$ cat src/rtl/shift_alu_pkg.sv
`default_nettype none

package shift_alu_pkg;

	localparam int WORD_W     = 16;             // Datapath width
	localparam int FIFO_DEPTH = 4;              // Command buffer entries
	localparam int TAG_W      = 4;              // Sequence tag, wraps at 16
	localparam int SHAMT_W    = $clog2(WORD_W); // Shift amount 0..15
	localparam int PTR_W      = $clog2(FIFO_DEPTH);

	typedef logic [WORD_W-1:0]  word_t;
	typedef logic [SHAMT_W-1:0] shamt_t;
	typedef logic [TAG_W-1:0]   tag_t;

	typedef enum logic [1:0] {
		OP_ADD,
		OP_SUB, // a + ~b + 1
		OP_SHL,
		OP_SHR
	} alu_op_t;

	// Fill source for the bits shifted in
	typedef enum logic [1:0] {
		SH_LOGIC,
		SH_ARITH,
		SH_DOUBLE, // Fill taken from operand b
		SH_CYCLIC
	} shift_kind_t;

	typedef struct packed {
		alu_op_t     op;
		shift_kind_t kind;
		shamt_t      shamt;
		word_t       a;
		word_t       b;
	} cmd_t;

	typedef struct packed {
		tag_t tag;
		cmd_t cmd;
	} tagged_cmd_t;

	typedef struct packed {
		tag_t  tag;
		word_t value;
		logic  carry; // Always 0 for shifts
	} result_t;

	// Exec unit states, result handshake master
	typedef enum logic [1:0] {
		EX_IDLE,
		EX_REQ,
		EX_WAIT_LOW
	} fifo_state_t;

endpackage

`default_nettype wire

$ cat src/rtl/cla_adder.sv
`timescale 1ns/100ps
`default_nettype none

module cla_adder #(
	parameter int group_size = 4,
	parameter int width      = shift_alu_pkg::WORD_W
) (
	input  wire              carry_in,
	input  wire [width-1:0]  a,
	input  wire [width-1:0]  b,
	output logic [width-1:0] sum,
	output logic             prop,     // Whole block propagates
	output logic             gen,      // Whole block generates
	output logic             carry_out
);

	// Split into group_size children, or single bits at the leaf level
	localparam int groups      = (width > group_size) ? group_size : width;
	localparam int child_width = width / groups;

	logic [groups-1:0] pp;     // Child propagate
	logic [groups-1:0] pg;     // Child generate
	logic [groups:0]   c;      // Carry into each child
	logic [groups:0]   pp_ext; // Padded for the top group term
	logic [groups-1:0] gterm;

	assign c[0]      = carry_in;
	assign carry_out = c[groups];
	assign prop      = &pp;
	assign pp_ext    = {1'b1, pp};

	if (width > group_size) begin : g_tree
		for (genvar i = 0; i < groups; i++) begin : g_child
			cla_adder #(.group_size(group_size), .width(child_width)) child_inst (
				.carry_in (c[i]),
				.a        (a[i*child_width +: child_width]),
				.b        (b[i*child_width +: child_width]),
				.sum      (sum[i*child_width +: child_width]),
				.prop     (pp[i]),
				.gen      (pg[i]),
				.carry_out() // Carries come from this level's lookahead
			);
		end
	end else begin : g_leaf
		assign pp  = a ^ b;
		assign pg  = a & b;
		assign sum = pp ^ c[groups-1:0];
	end

	// Lookahead carry into group i+1, no ripple through the children
	for (genvar i = 0; i < groups; i++) begin : g_carry
		logic [i+1:0] terms;
		assign terms[0]   = carry_in & (&pp[i:0]);
		assign terms[i+1] = pg[i];
		for (genvar j = 0; j < i; j++) begin : g_term
			assign terms[j+1] = pg[j] & (&pp[i:j+1]);
		end
		assign c[i+1]   = |terms;
		assign gterm[i] = pg[i] & (&pp_ext[groups:i+1]); // Survives all upper groups
	end

	assign gen = |gterm;

endmodule

`default_nettype wire

$ cat src/rtl/poly_shifter.sv
`timescale 1ns/100ps
`default_nettype none

module poly_shifter (
	input  wire shift_alu_pkg::word_t       data,
	input  wire shift_alu_pkg::word_t       fill,  // Second word for double shifts
	input  wire shift_alu_pkg::shamt_t      shamt,
	input  wire shift_alu_pkg::shift_kind_t kind,
	input  wire                             left,
	output shift_alu_pkg::word_t            result
);

	shift_alu_pkg::word_t fill_word; // Source of the bits shifted in

	// Every possible shift, picked by shamt afterwards
	shift_alu_pkg::word_t [shift_alu_pkg::WORD_W-1:0] shr_words;
	shift_alu_pkg::word_t [shift_alu_pkg::WORD_W-1:0] shl_words;

	always_comb begin
		case (kind)
			shift_alu_pkg::SH_LOGIC:  fill_word = '0;
			shift_alu_pkg::SH_ARITH: begin
				if (left)
					fill_word = '0; // Same as logic going left
				else
					fill_word = {shift_alu_pkg::WORD_W{data[shift_alu_pkg::WORD_W-1]}};
			end
			shift_alu_pkg::SH_DOUBLE: fill_word = fill;
			default:                  fill_word = data; // Cyclic, wrap own bits
		endcase
	end

	assign shr_words[0] = data;
	assign shl_words[0] = data;

	for (genvar i = 1; i < shift_alu_pkg::WORD_W; i++) begin : g_shift
		// Right: low fill bits enter at the top
		assign shr_words[i] = {
			fill_word[i-1:0],
			data[shift_alu_pkg::WORD_W-1:i]
		};
		// Left: high fill bits enter at the bottom
		assign shl_words[i] = {
			data[shift_alu_pkg::WORD_W-1-i:0],
			fill_word[shift_alu_pkg::WORD_W-1:shift_alu_pkg::WORD_W-i]
		};
	end

	assign result = left ? shl_words[shamt] : shr_words[shamt];

endmodule

`default_nettype wire

$ cat src/rtl/cmd_fifo.sv
`timescale 1ns/100ps
`default_nettype none

module cmd_fifo (
	input  wire                             clk,
	input  wire                             reset,
	input  wire                             wr_en,
	input  wire shift_alu_pkg::tagged_cmd_t wr_data,
	output logic                            full,
	input  wire                             rd_en,
	output shift_alu_pkg::tagged_cmd_t      rd_data, // Head entry
	output logic                            empty
);

	shift_alu_pkg::tagged_cmd_t mem [shift_alu_pkg::FIFO_DEPTH];

	logic [shift_alu_pkg::PTR_W-1:0] wr_ptr;
	logic [shift_alu_pkg::PTR_W-1:0] rd_ptr;
	logic [shift_alu_pkg::PTR_W:0]   count; // 0..FIFO_DEPTH
	logic                            do_wr;
	logic                            do_rd;

	assign full  = (count == shift_alu_pkg::FIFO_DEPTH);
	assign empty = (count == '0);

	// Writes when full and reads when empty are dropped
	assign do_wr = wr_en & ~full;
	assign do_rd = rd_en & ~empty;

	assign rd_data = mem[rd_ptr];

	always_ff @(posedge clk) begin
		if (do_wr)
			mem[wr_ptr] <= wr_data;
	end

	always_ff @(posedge clk or posedge reset) begin
		if (reset) begin
			wr_ptr <= '0;
			rd_ptr <= '0;
			count  <= '0;
		end else begin
			if (do_wr)
				wr_ptr <= wr_ptr + 1'b1; // Depth is a power of two, wraps itself
			if (do_rd)
				rd_ptr <= rd_ptr + 1'b1;
			// Simultaneous read and write leaves count alone
			if (do_wr && !do_rd)
				count <= count + 1'b1;
			else if (do_rd && !do_wr)
				count <= count - 1'b1;
		end
	end

endmodule

`default_nettype wire

$ cat src/rtl/cmd_intake.sv
`timescale 1ns/100ps
`default_nettype none

module cmd_intake (
	input  wire                        clk,
	input  wire                        reset,
	input  wire shift_alu_pkg::cmd_t   cmd,
	input  wire                        cmd_req,
	output logic                       cmd_ack,
	output logic                       wr_en,
	output shift_alu_pkg::tagged_cmd_t wr_data,
	input  wire                        full
);

	shift_alu_pkg::tag_t tag; // Next tag to stamp
	logic                accept;

	// New request, not yet acked, and room in the buffer
	assign accept = cmd_req & ~cmd_ack & ~full;

	assign wr_en       = accept; // One write per handshake
	assign wr_data.tag = tag;
	assign wr_data.cmd = cmd;

	always_ff @(posedge clk or posedge reset) begin
		if (reset) begin
			cmd_ack <= 1'b0;
			tag     <= '0;
		end else begin
			if (accept) begin
				cmd_ack <= 1'b1;
				tag     <= tag + 1'b1; // Wraps at 16
			end else if (cmd_ack && !cmd_req) begin
				cmd_ack <= 1'b0; // Requester has let go
			end
		end
	end

endmodule

`default_nettype wire

$ cat src/rtl/exec_unit.sv
`timescale 1ns/100ps
`default_nettype none

module exec_unit (
	input  wire                             clk,
	input  wire                             reset,
	output logic                            rd_en,
	input  wire shift_alu_pkg::tagged_cmd_t rd_data,
	input  wire                             empty,
	output shift_alu_pkg::result_t          res,
	output logic                            res_req,
	input  wire                             res_ack
);

	shift_alu_pkg::fifo_state_t state;
	shift_alu_pkg::cmd_t        cmd;      // Head command
	shift_alu_pkg::word_t       add_b;
	shift_alu_pkg::word_t       add_sum;
	shift_alu_pkg::word_t       shift_out;
	shift_alu_pkg::result_t     res_next;
	logic                       is_sub;
	logic                       add_carry;

	assign cmd    = rd_data.cmd;
	assign is_sub = (cmd.op == shift_alu_pkg::OP_SUB);
	assign add_b  = is_sub ? ~cmd.b : cmd.b; // Two's complement with carry in

	cla_adder #(.group_size(4), .width(shift_alu_pkg::WORD_W)) cla_adder_inst (
		.carry_in (is_sub),
		.a        (cmd.a),
		.b        (add_b),
		.sum      (add_sum),
		.prop     (),
		.gen      (),
		.carry_out(add_carry)
	);

	poly_shifter poly_shifter_inst (
		.data  (cmd.a),
		.fill  (cmd.b),
		.shamt (cmd.shamt),
		.kind  (cmd.kind),
		.left  (cmd.op == shift_alu_pkg::OP_SHL),
		.result(shift_out)
	);

	always_comb begin
		res_next.tag = rd_data.tag;
		case (cmd.op)
			shift_alu_pkg::OP_ADD, shift_alu_pkg::OP_SUB: begin
				res_next.value = add_sum;
				res_next.carry = add_carry; // 1 means no borrow on SUB
			end
			default: begin
				res_next.value = shift_out;
				res_next.carry = 1'b0;
			end
		endcase
	end

	// Pop only when idle, result lands on the same edge
	assign rd_en = (state == shift_alu_pkg::EX_IDLE) & ~empty;

	always_ff @(posedge clk) begin
		if (rd_en)
			res <= res_next; // Held through the whole handshake
	end

	always_ff @(posedge clk or posedge reset) begin
		if (reset) begin
			state   <= shift_alu_pkg::EX_IDLE;
			res_req <= 1'b0;
		end else begin
			case (state)
				shift_alu_pkg::EX_IDLE: begin
					if (!empty) begin
						res_req <= 1'b1;
						state   <= shift_alu_pkg::EX_REQ;
					end
				end
				shift_alu_pkg::EX_REQ: begin
					if (res_ack) begin
						res_req <= 1'b0;
						state   <= shift_alu_pkg::EX_WAIT_LOW;
					end
				end
				default: begin
					if (!res_ack)
						state <= shift_alu_pkg::EX_IDLE; // Ack released, free again
				end
			endcase
		end
	end

endmodule

`default_nettype wire

$ cat src/rtl/shift_alu_top.sv
`timescale 1ns/100ps
`default_nettype none

module shift_alu_top (
	input  wire                      clk,
	input  wire                      reset,
	input  wire shift_alu_pkg::cmd_t cmd,
	input  wire                      cmd_req,
	output logic                     cmd_ack,
	output shift_alu_pkg::result_t   res,
	output logic                     res_req,
	input  wire                      res_ack
);

	// Intake to buffer
	logic                       wr_en;
	shift_alu_pkg::tagged_cmd_t wr_data;
	logic                       full;

	// Buffer to execution
	logic                       rd_en;
	shift_alu_pkg::tagged_cmd_t rd_data;
	logic                       empty;

	cmd_intake cmd_intake_inst (
		.clk    (clk),
		.reset  (reset),
		.cmd    (cmd),
		.cmd_req(cmd_req),
		.cmd_ack(cmd_ack),
		.wr_en  (wr_en),
		.wr_data(wr_data),
		.full   (full)    // Back-pressure onto the command port
	);

	cmd_fifo cmd_fifo_inst (
		.clk    (clk),
		.reset  (reset),
		.wr_en  (wr_en),
		.wr_data(wr_data),
		.full   (full),
		.rd_en  (rd_en),
		.rd_data(rd_data),
		.empty  (empty)
	);

	exec_unit exec_unit_inst (
		.clk    (clk),
		.reset  (reset),
		.rd_en  (rd_en),
		.rd_data(rd_data),
		.empty  (empty),
		.res    (res),
		.res_req(res_req),
		.res_ack(res_ack)
	);

endmodule

`default_nettype wire

$ cat config.mk
export PLATFORM = sky130hd
export DESIGN_NAME = shift_alu_top
export DESIGN_NICKNAME = d
export VERILOG_FILES = /design/src/rtl/shift_alu_pkg.sv /design/src/rtl/cla_adder.sv /design/src/rtl/poly_shifter.sv /design/src/rtl/cmd_fifo.sv /design/src/rtl/cmd_intake.sv /design/src/rtl/exec_unit.sv /design/src/rtl/shift_alu_top.sv
export SDC_FILE = /design/constraint.sdc
export NUM_CORES = 1
export LEC_CHECK = 0
export BUFFER_PORTS_ARGS = -buffer_cell sky130_fd_sc_hd__buf_2
export CORE_MARGIN = 2
export CORE_UTILIZATION = 50
export DETAILED_ROUTE_END_ITERATION = 16
export PLACE_DENSITY_LB_ADDON = 0.1
export SETUP_SLACK_MARGIN = 0.5
export SLEW_MARGIN = 20
export SYNTH_ARGS = -nofsm -noshare
export SYNTH_HDL_FRONTEND = slang
export SYNTH_SLANG_ARGS = --single-unit
export TNS_END_PERCENT = 100
$ cat constraint.sdc
create_clock -name clk -period 5.4 [get_ports clk]
set_clock_uncertainty 0.1 [all_clocks]
set_input_delay 1.08 -clock clk [delete_from_list [all_inputs] [get_ports clk]]
set_output_delay 1.08 -clock clk [all_outputs]
set_load 0.005 [all_outputs]
==> run summary <==
Endpoints failing setup = 0
Final WL = 31200 um
Setup Crit Path Kind = reg2reg
CP startpoint kind = flop
Num CTS Buffers = 22
Fmax = 209 MHz
Layout cells sized above 1 = 23.3%
Wirelength per Cell = 25.4 um
CTS tree = yes
Net Count, Synth = 942
Worst Tran Pin Value = 0.886 ns
Hold path depth = 1
Critical path capture point type = flop
Avg Synthesized Cell Area = 13.1 sq um
Core region area = 0.0225 sq mm
Post-DP HPWL = 22700 um
Antenna-violating nets left = 0
Critical path peak fanout = 27
Area grow syn2layout = 11.3%
Nets@finish = 999
RSZ-0062 raised after global routing = true
1st-iter DRT viols = 727
Vias = 7722
Syn Inst Count = 872
Largest net degree at the start of global routing = 44
Most frequent cells in the layout = edfxtp_1, nor2_1, buf_2, nand2_1, mux4_2
R2r endpoint = exec_unit_inst.res[5]
Critical-path cell list = buf_6, buf_4, mux4_2, and2_1, nand3_1, a31oi_1, mux2_2, and2_1, o31ai_1, o2111ai_1
Area of the multi-input gates = 0.00475 sq mm
Worst-path clk slew = 0.06 ns
Placer Congestion = 1.02
CTS max path bufs = 3
H-tree Lvls = 1
Commonest non-fill, non-tap cell in the layout = edfxtp_1
Reg area = 0.00630 sq mm
Die X = 155 um
Max-slew headroom = 40.4%
Hold Path Sink = cmd_fifo_inst.count[2]
# hold bufs at CTS = 0
R2r startpoint = cmd_fifo_inst.rd_ptr[0]
Final Hold Vio Count = 0
Worst hold path class = reg2reg
# clock sinks = 212
Worst EP arrival = 4.90 ns
Number of distinct library cells after synthesis = 69
Dominant synthesized flop cell = edfxtp_1
CP most frequent cell = and2_1
Synthesized cell area = 0.0114 sq mm
Number of core rows = 55
Status = finished, final reports clean
Full die area = 0.0240 sq mm
Pins over their slew limit = 0
Vias in the first global route = 7644
Ports = 67
Clk root buf = clkbuf_16
Drt pass-1 iters = 7
Clock period minus worst slack = 4.78 ns
Synth Warn # = 0
Final Cycle Share = 88.4%
Grt ovf = 0
Diode count = 0
Asr flop ratio synth = 7.08%
Register area share after synthesis = 55.2%
Total Routing Usage GR = 26.0%
Worst hold path startpoint = cmd_fifo_inst.count[2]
Post-synth EDFFs = 197
FF+latch count, synth = 212
Setup TNS = 0 ns
Cells on worst reg2reg path = 10
Max-Cap Viols = 0
Filler cells = 1848
Initial antenna violation count = 0
Die span in y = 155 um
Vias per cell = 6.28
# DRC = 0
First-pass GRT wire length = 46700 um
Slowest-stage cell, CP = mux4_2
Clk Latency, worst-skew pair = 0.52 ns
Reg2Reg Setup Slack = 0.62 ns
CP max stage delay = 0.84 ns
Req. time, crit path = 5.52 ns
Port Buffers = 66
Starting Density = 50.6%
## metrics by stage
step	hold slack [ns]	cell area (sq um)	util, %	std cells	worst slack (ns)
2_1_floorplan	0.356	11400	-	872	0.874
3_3_place_gp	0.371	12000	53.3	1190	0.524
3_5_place_dp	0.389	12000	53.3	1190	0.536
4_1_cts	0.401	12700	56.3	1229	0.517
5_1_grt	0.418	12700	56.3	1229	0.460
6_report	0.407	12700	56.3	1229	0.624
## how the worst max path moves through the flow
| stage | startpoint | endpoint | cells past startpoint |
|---|---|---|---|
| after floorplan | cmd_fifo_inst.rd_ptr[0] | exec_unit_inst.res[13] | 18 |
| after global placement | cmd_fifo_inst.rd_ptr[0] | exec_unit_inst.res[5] | 10 |
| after detailed placement | cmd_fifo_inst.rd_ptr[0] | exec_unit_inst.res[5] | 10 |
| after CTS | cmd_fifo_inst.rd_ptr[0] | exec_unit_inst.res[5] | 10 |
| after global routing | cmd_fifo_inst.rd_ptr[0] | exec_unit_inst.res[5] | 10 |
| final | cmd_fifo_inst.rd_ptr[0] | exec_unit_inst.res[5] | 10 |
## state kept, by name, indices dropped and copies added, names as in the netlist
name,flops
cmd_fifo_inst.mem,176
exec_unit_inst.res,21
cmd_intake_inst.tag,4
cmd_fifo_inst.count,3
cmd_fifo_inst.rd_ptr,2
cmd_fifo_inst.wr_ptr,2
exec_unit_inst.state,2
cmd_intake_inst.cmd_ack,1
exec_unit_inst.res_req,1
## synth_stat cells (12+ instances only)
master | number | area (sq um)
dfrtp_1 | 15 | 375
mux2_2 | 37 | 417
nor3_1 | 21 | 105
mux4_2 | 41 | 923
mux2i_1 | 39 | 390
o21ai_0 | 41 | 205
nor2_1 | 70 | 263
edfxtp_1 | 197 | 5920
inv_1 | 19 | 71.3
a21oi_1 | 29 | 145
buf_2 | 29 | 145
nand2_1 | 64 | 240
o211ai_1 | 12 | 90.1
ha_1 | 22 | 275
clkbuf_1 | 17 | 63.8
nand3_1 | 12 | 60.1
xnor2_1 | 28 | 245
## what timing repair did
action                     in CTS  in global routing
hold endpoints to repair        0                  0
setup endpoints to repair       0                 14
setup buffers                   0                  0
resized for setup               0                  3
## layer usage
layer	track usage, %	up-vias	share of wire (%)
met5	0	-	0
met4	8.60	0	3.6
met3	4.40	61	6.1
met2	39.4	308	45
met1	38.5	3851	46
li1	-	3502	-
## area by class of cell
| type | count | share of cell area [%] |
|---|---|---|
| sequential | 212 | 49.7 |
| multi-input combinational | 585 | 37.5 |
| clock buffer | 30 | 4.58 |
| timing repair buffer | 89 | 4.20 |
| tap | 285 | 2.81 |
| clock inverter | 9 | 0.662 |
| inverter | 19 | 0.563 |
## kinds of logic after synthesis
| family | synth area share, % |
|---|---|
| flip-flops | 55.2 |
| AND/OR/NAND/NOR | 7.98 |
| adder cells (fa/ha/maj) | 3.12 |
| multiplexers | 15.7 |
| AO/OA/AOI/OAI | 11.9 |
| buffers and inverters | 3.27 |
| XOR/XNOR | 2.77 |
## critical path, delay by kind of cell (launching register included)
kind | cells | cell delay (ns)
flip-flops | 1 | 0.56
AND/OR/NAND/NOR | 3 | 0.96
AO/OA/AOI/OAI | 3 | 0.81
buffers and inverters | 2 | 0.78
multiplexers | 2 | 1.20
Power is left out: the tool's default activity adds up to more than one toggle a clock period on the data nets, which glitch-free logic cannot reach.
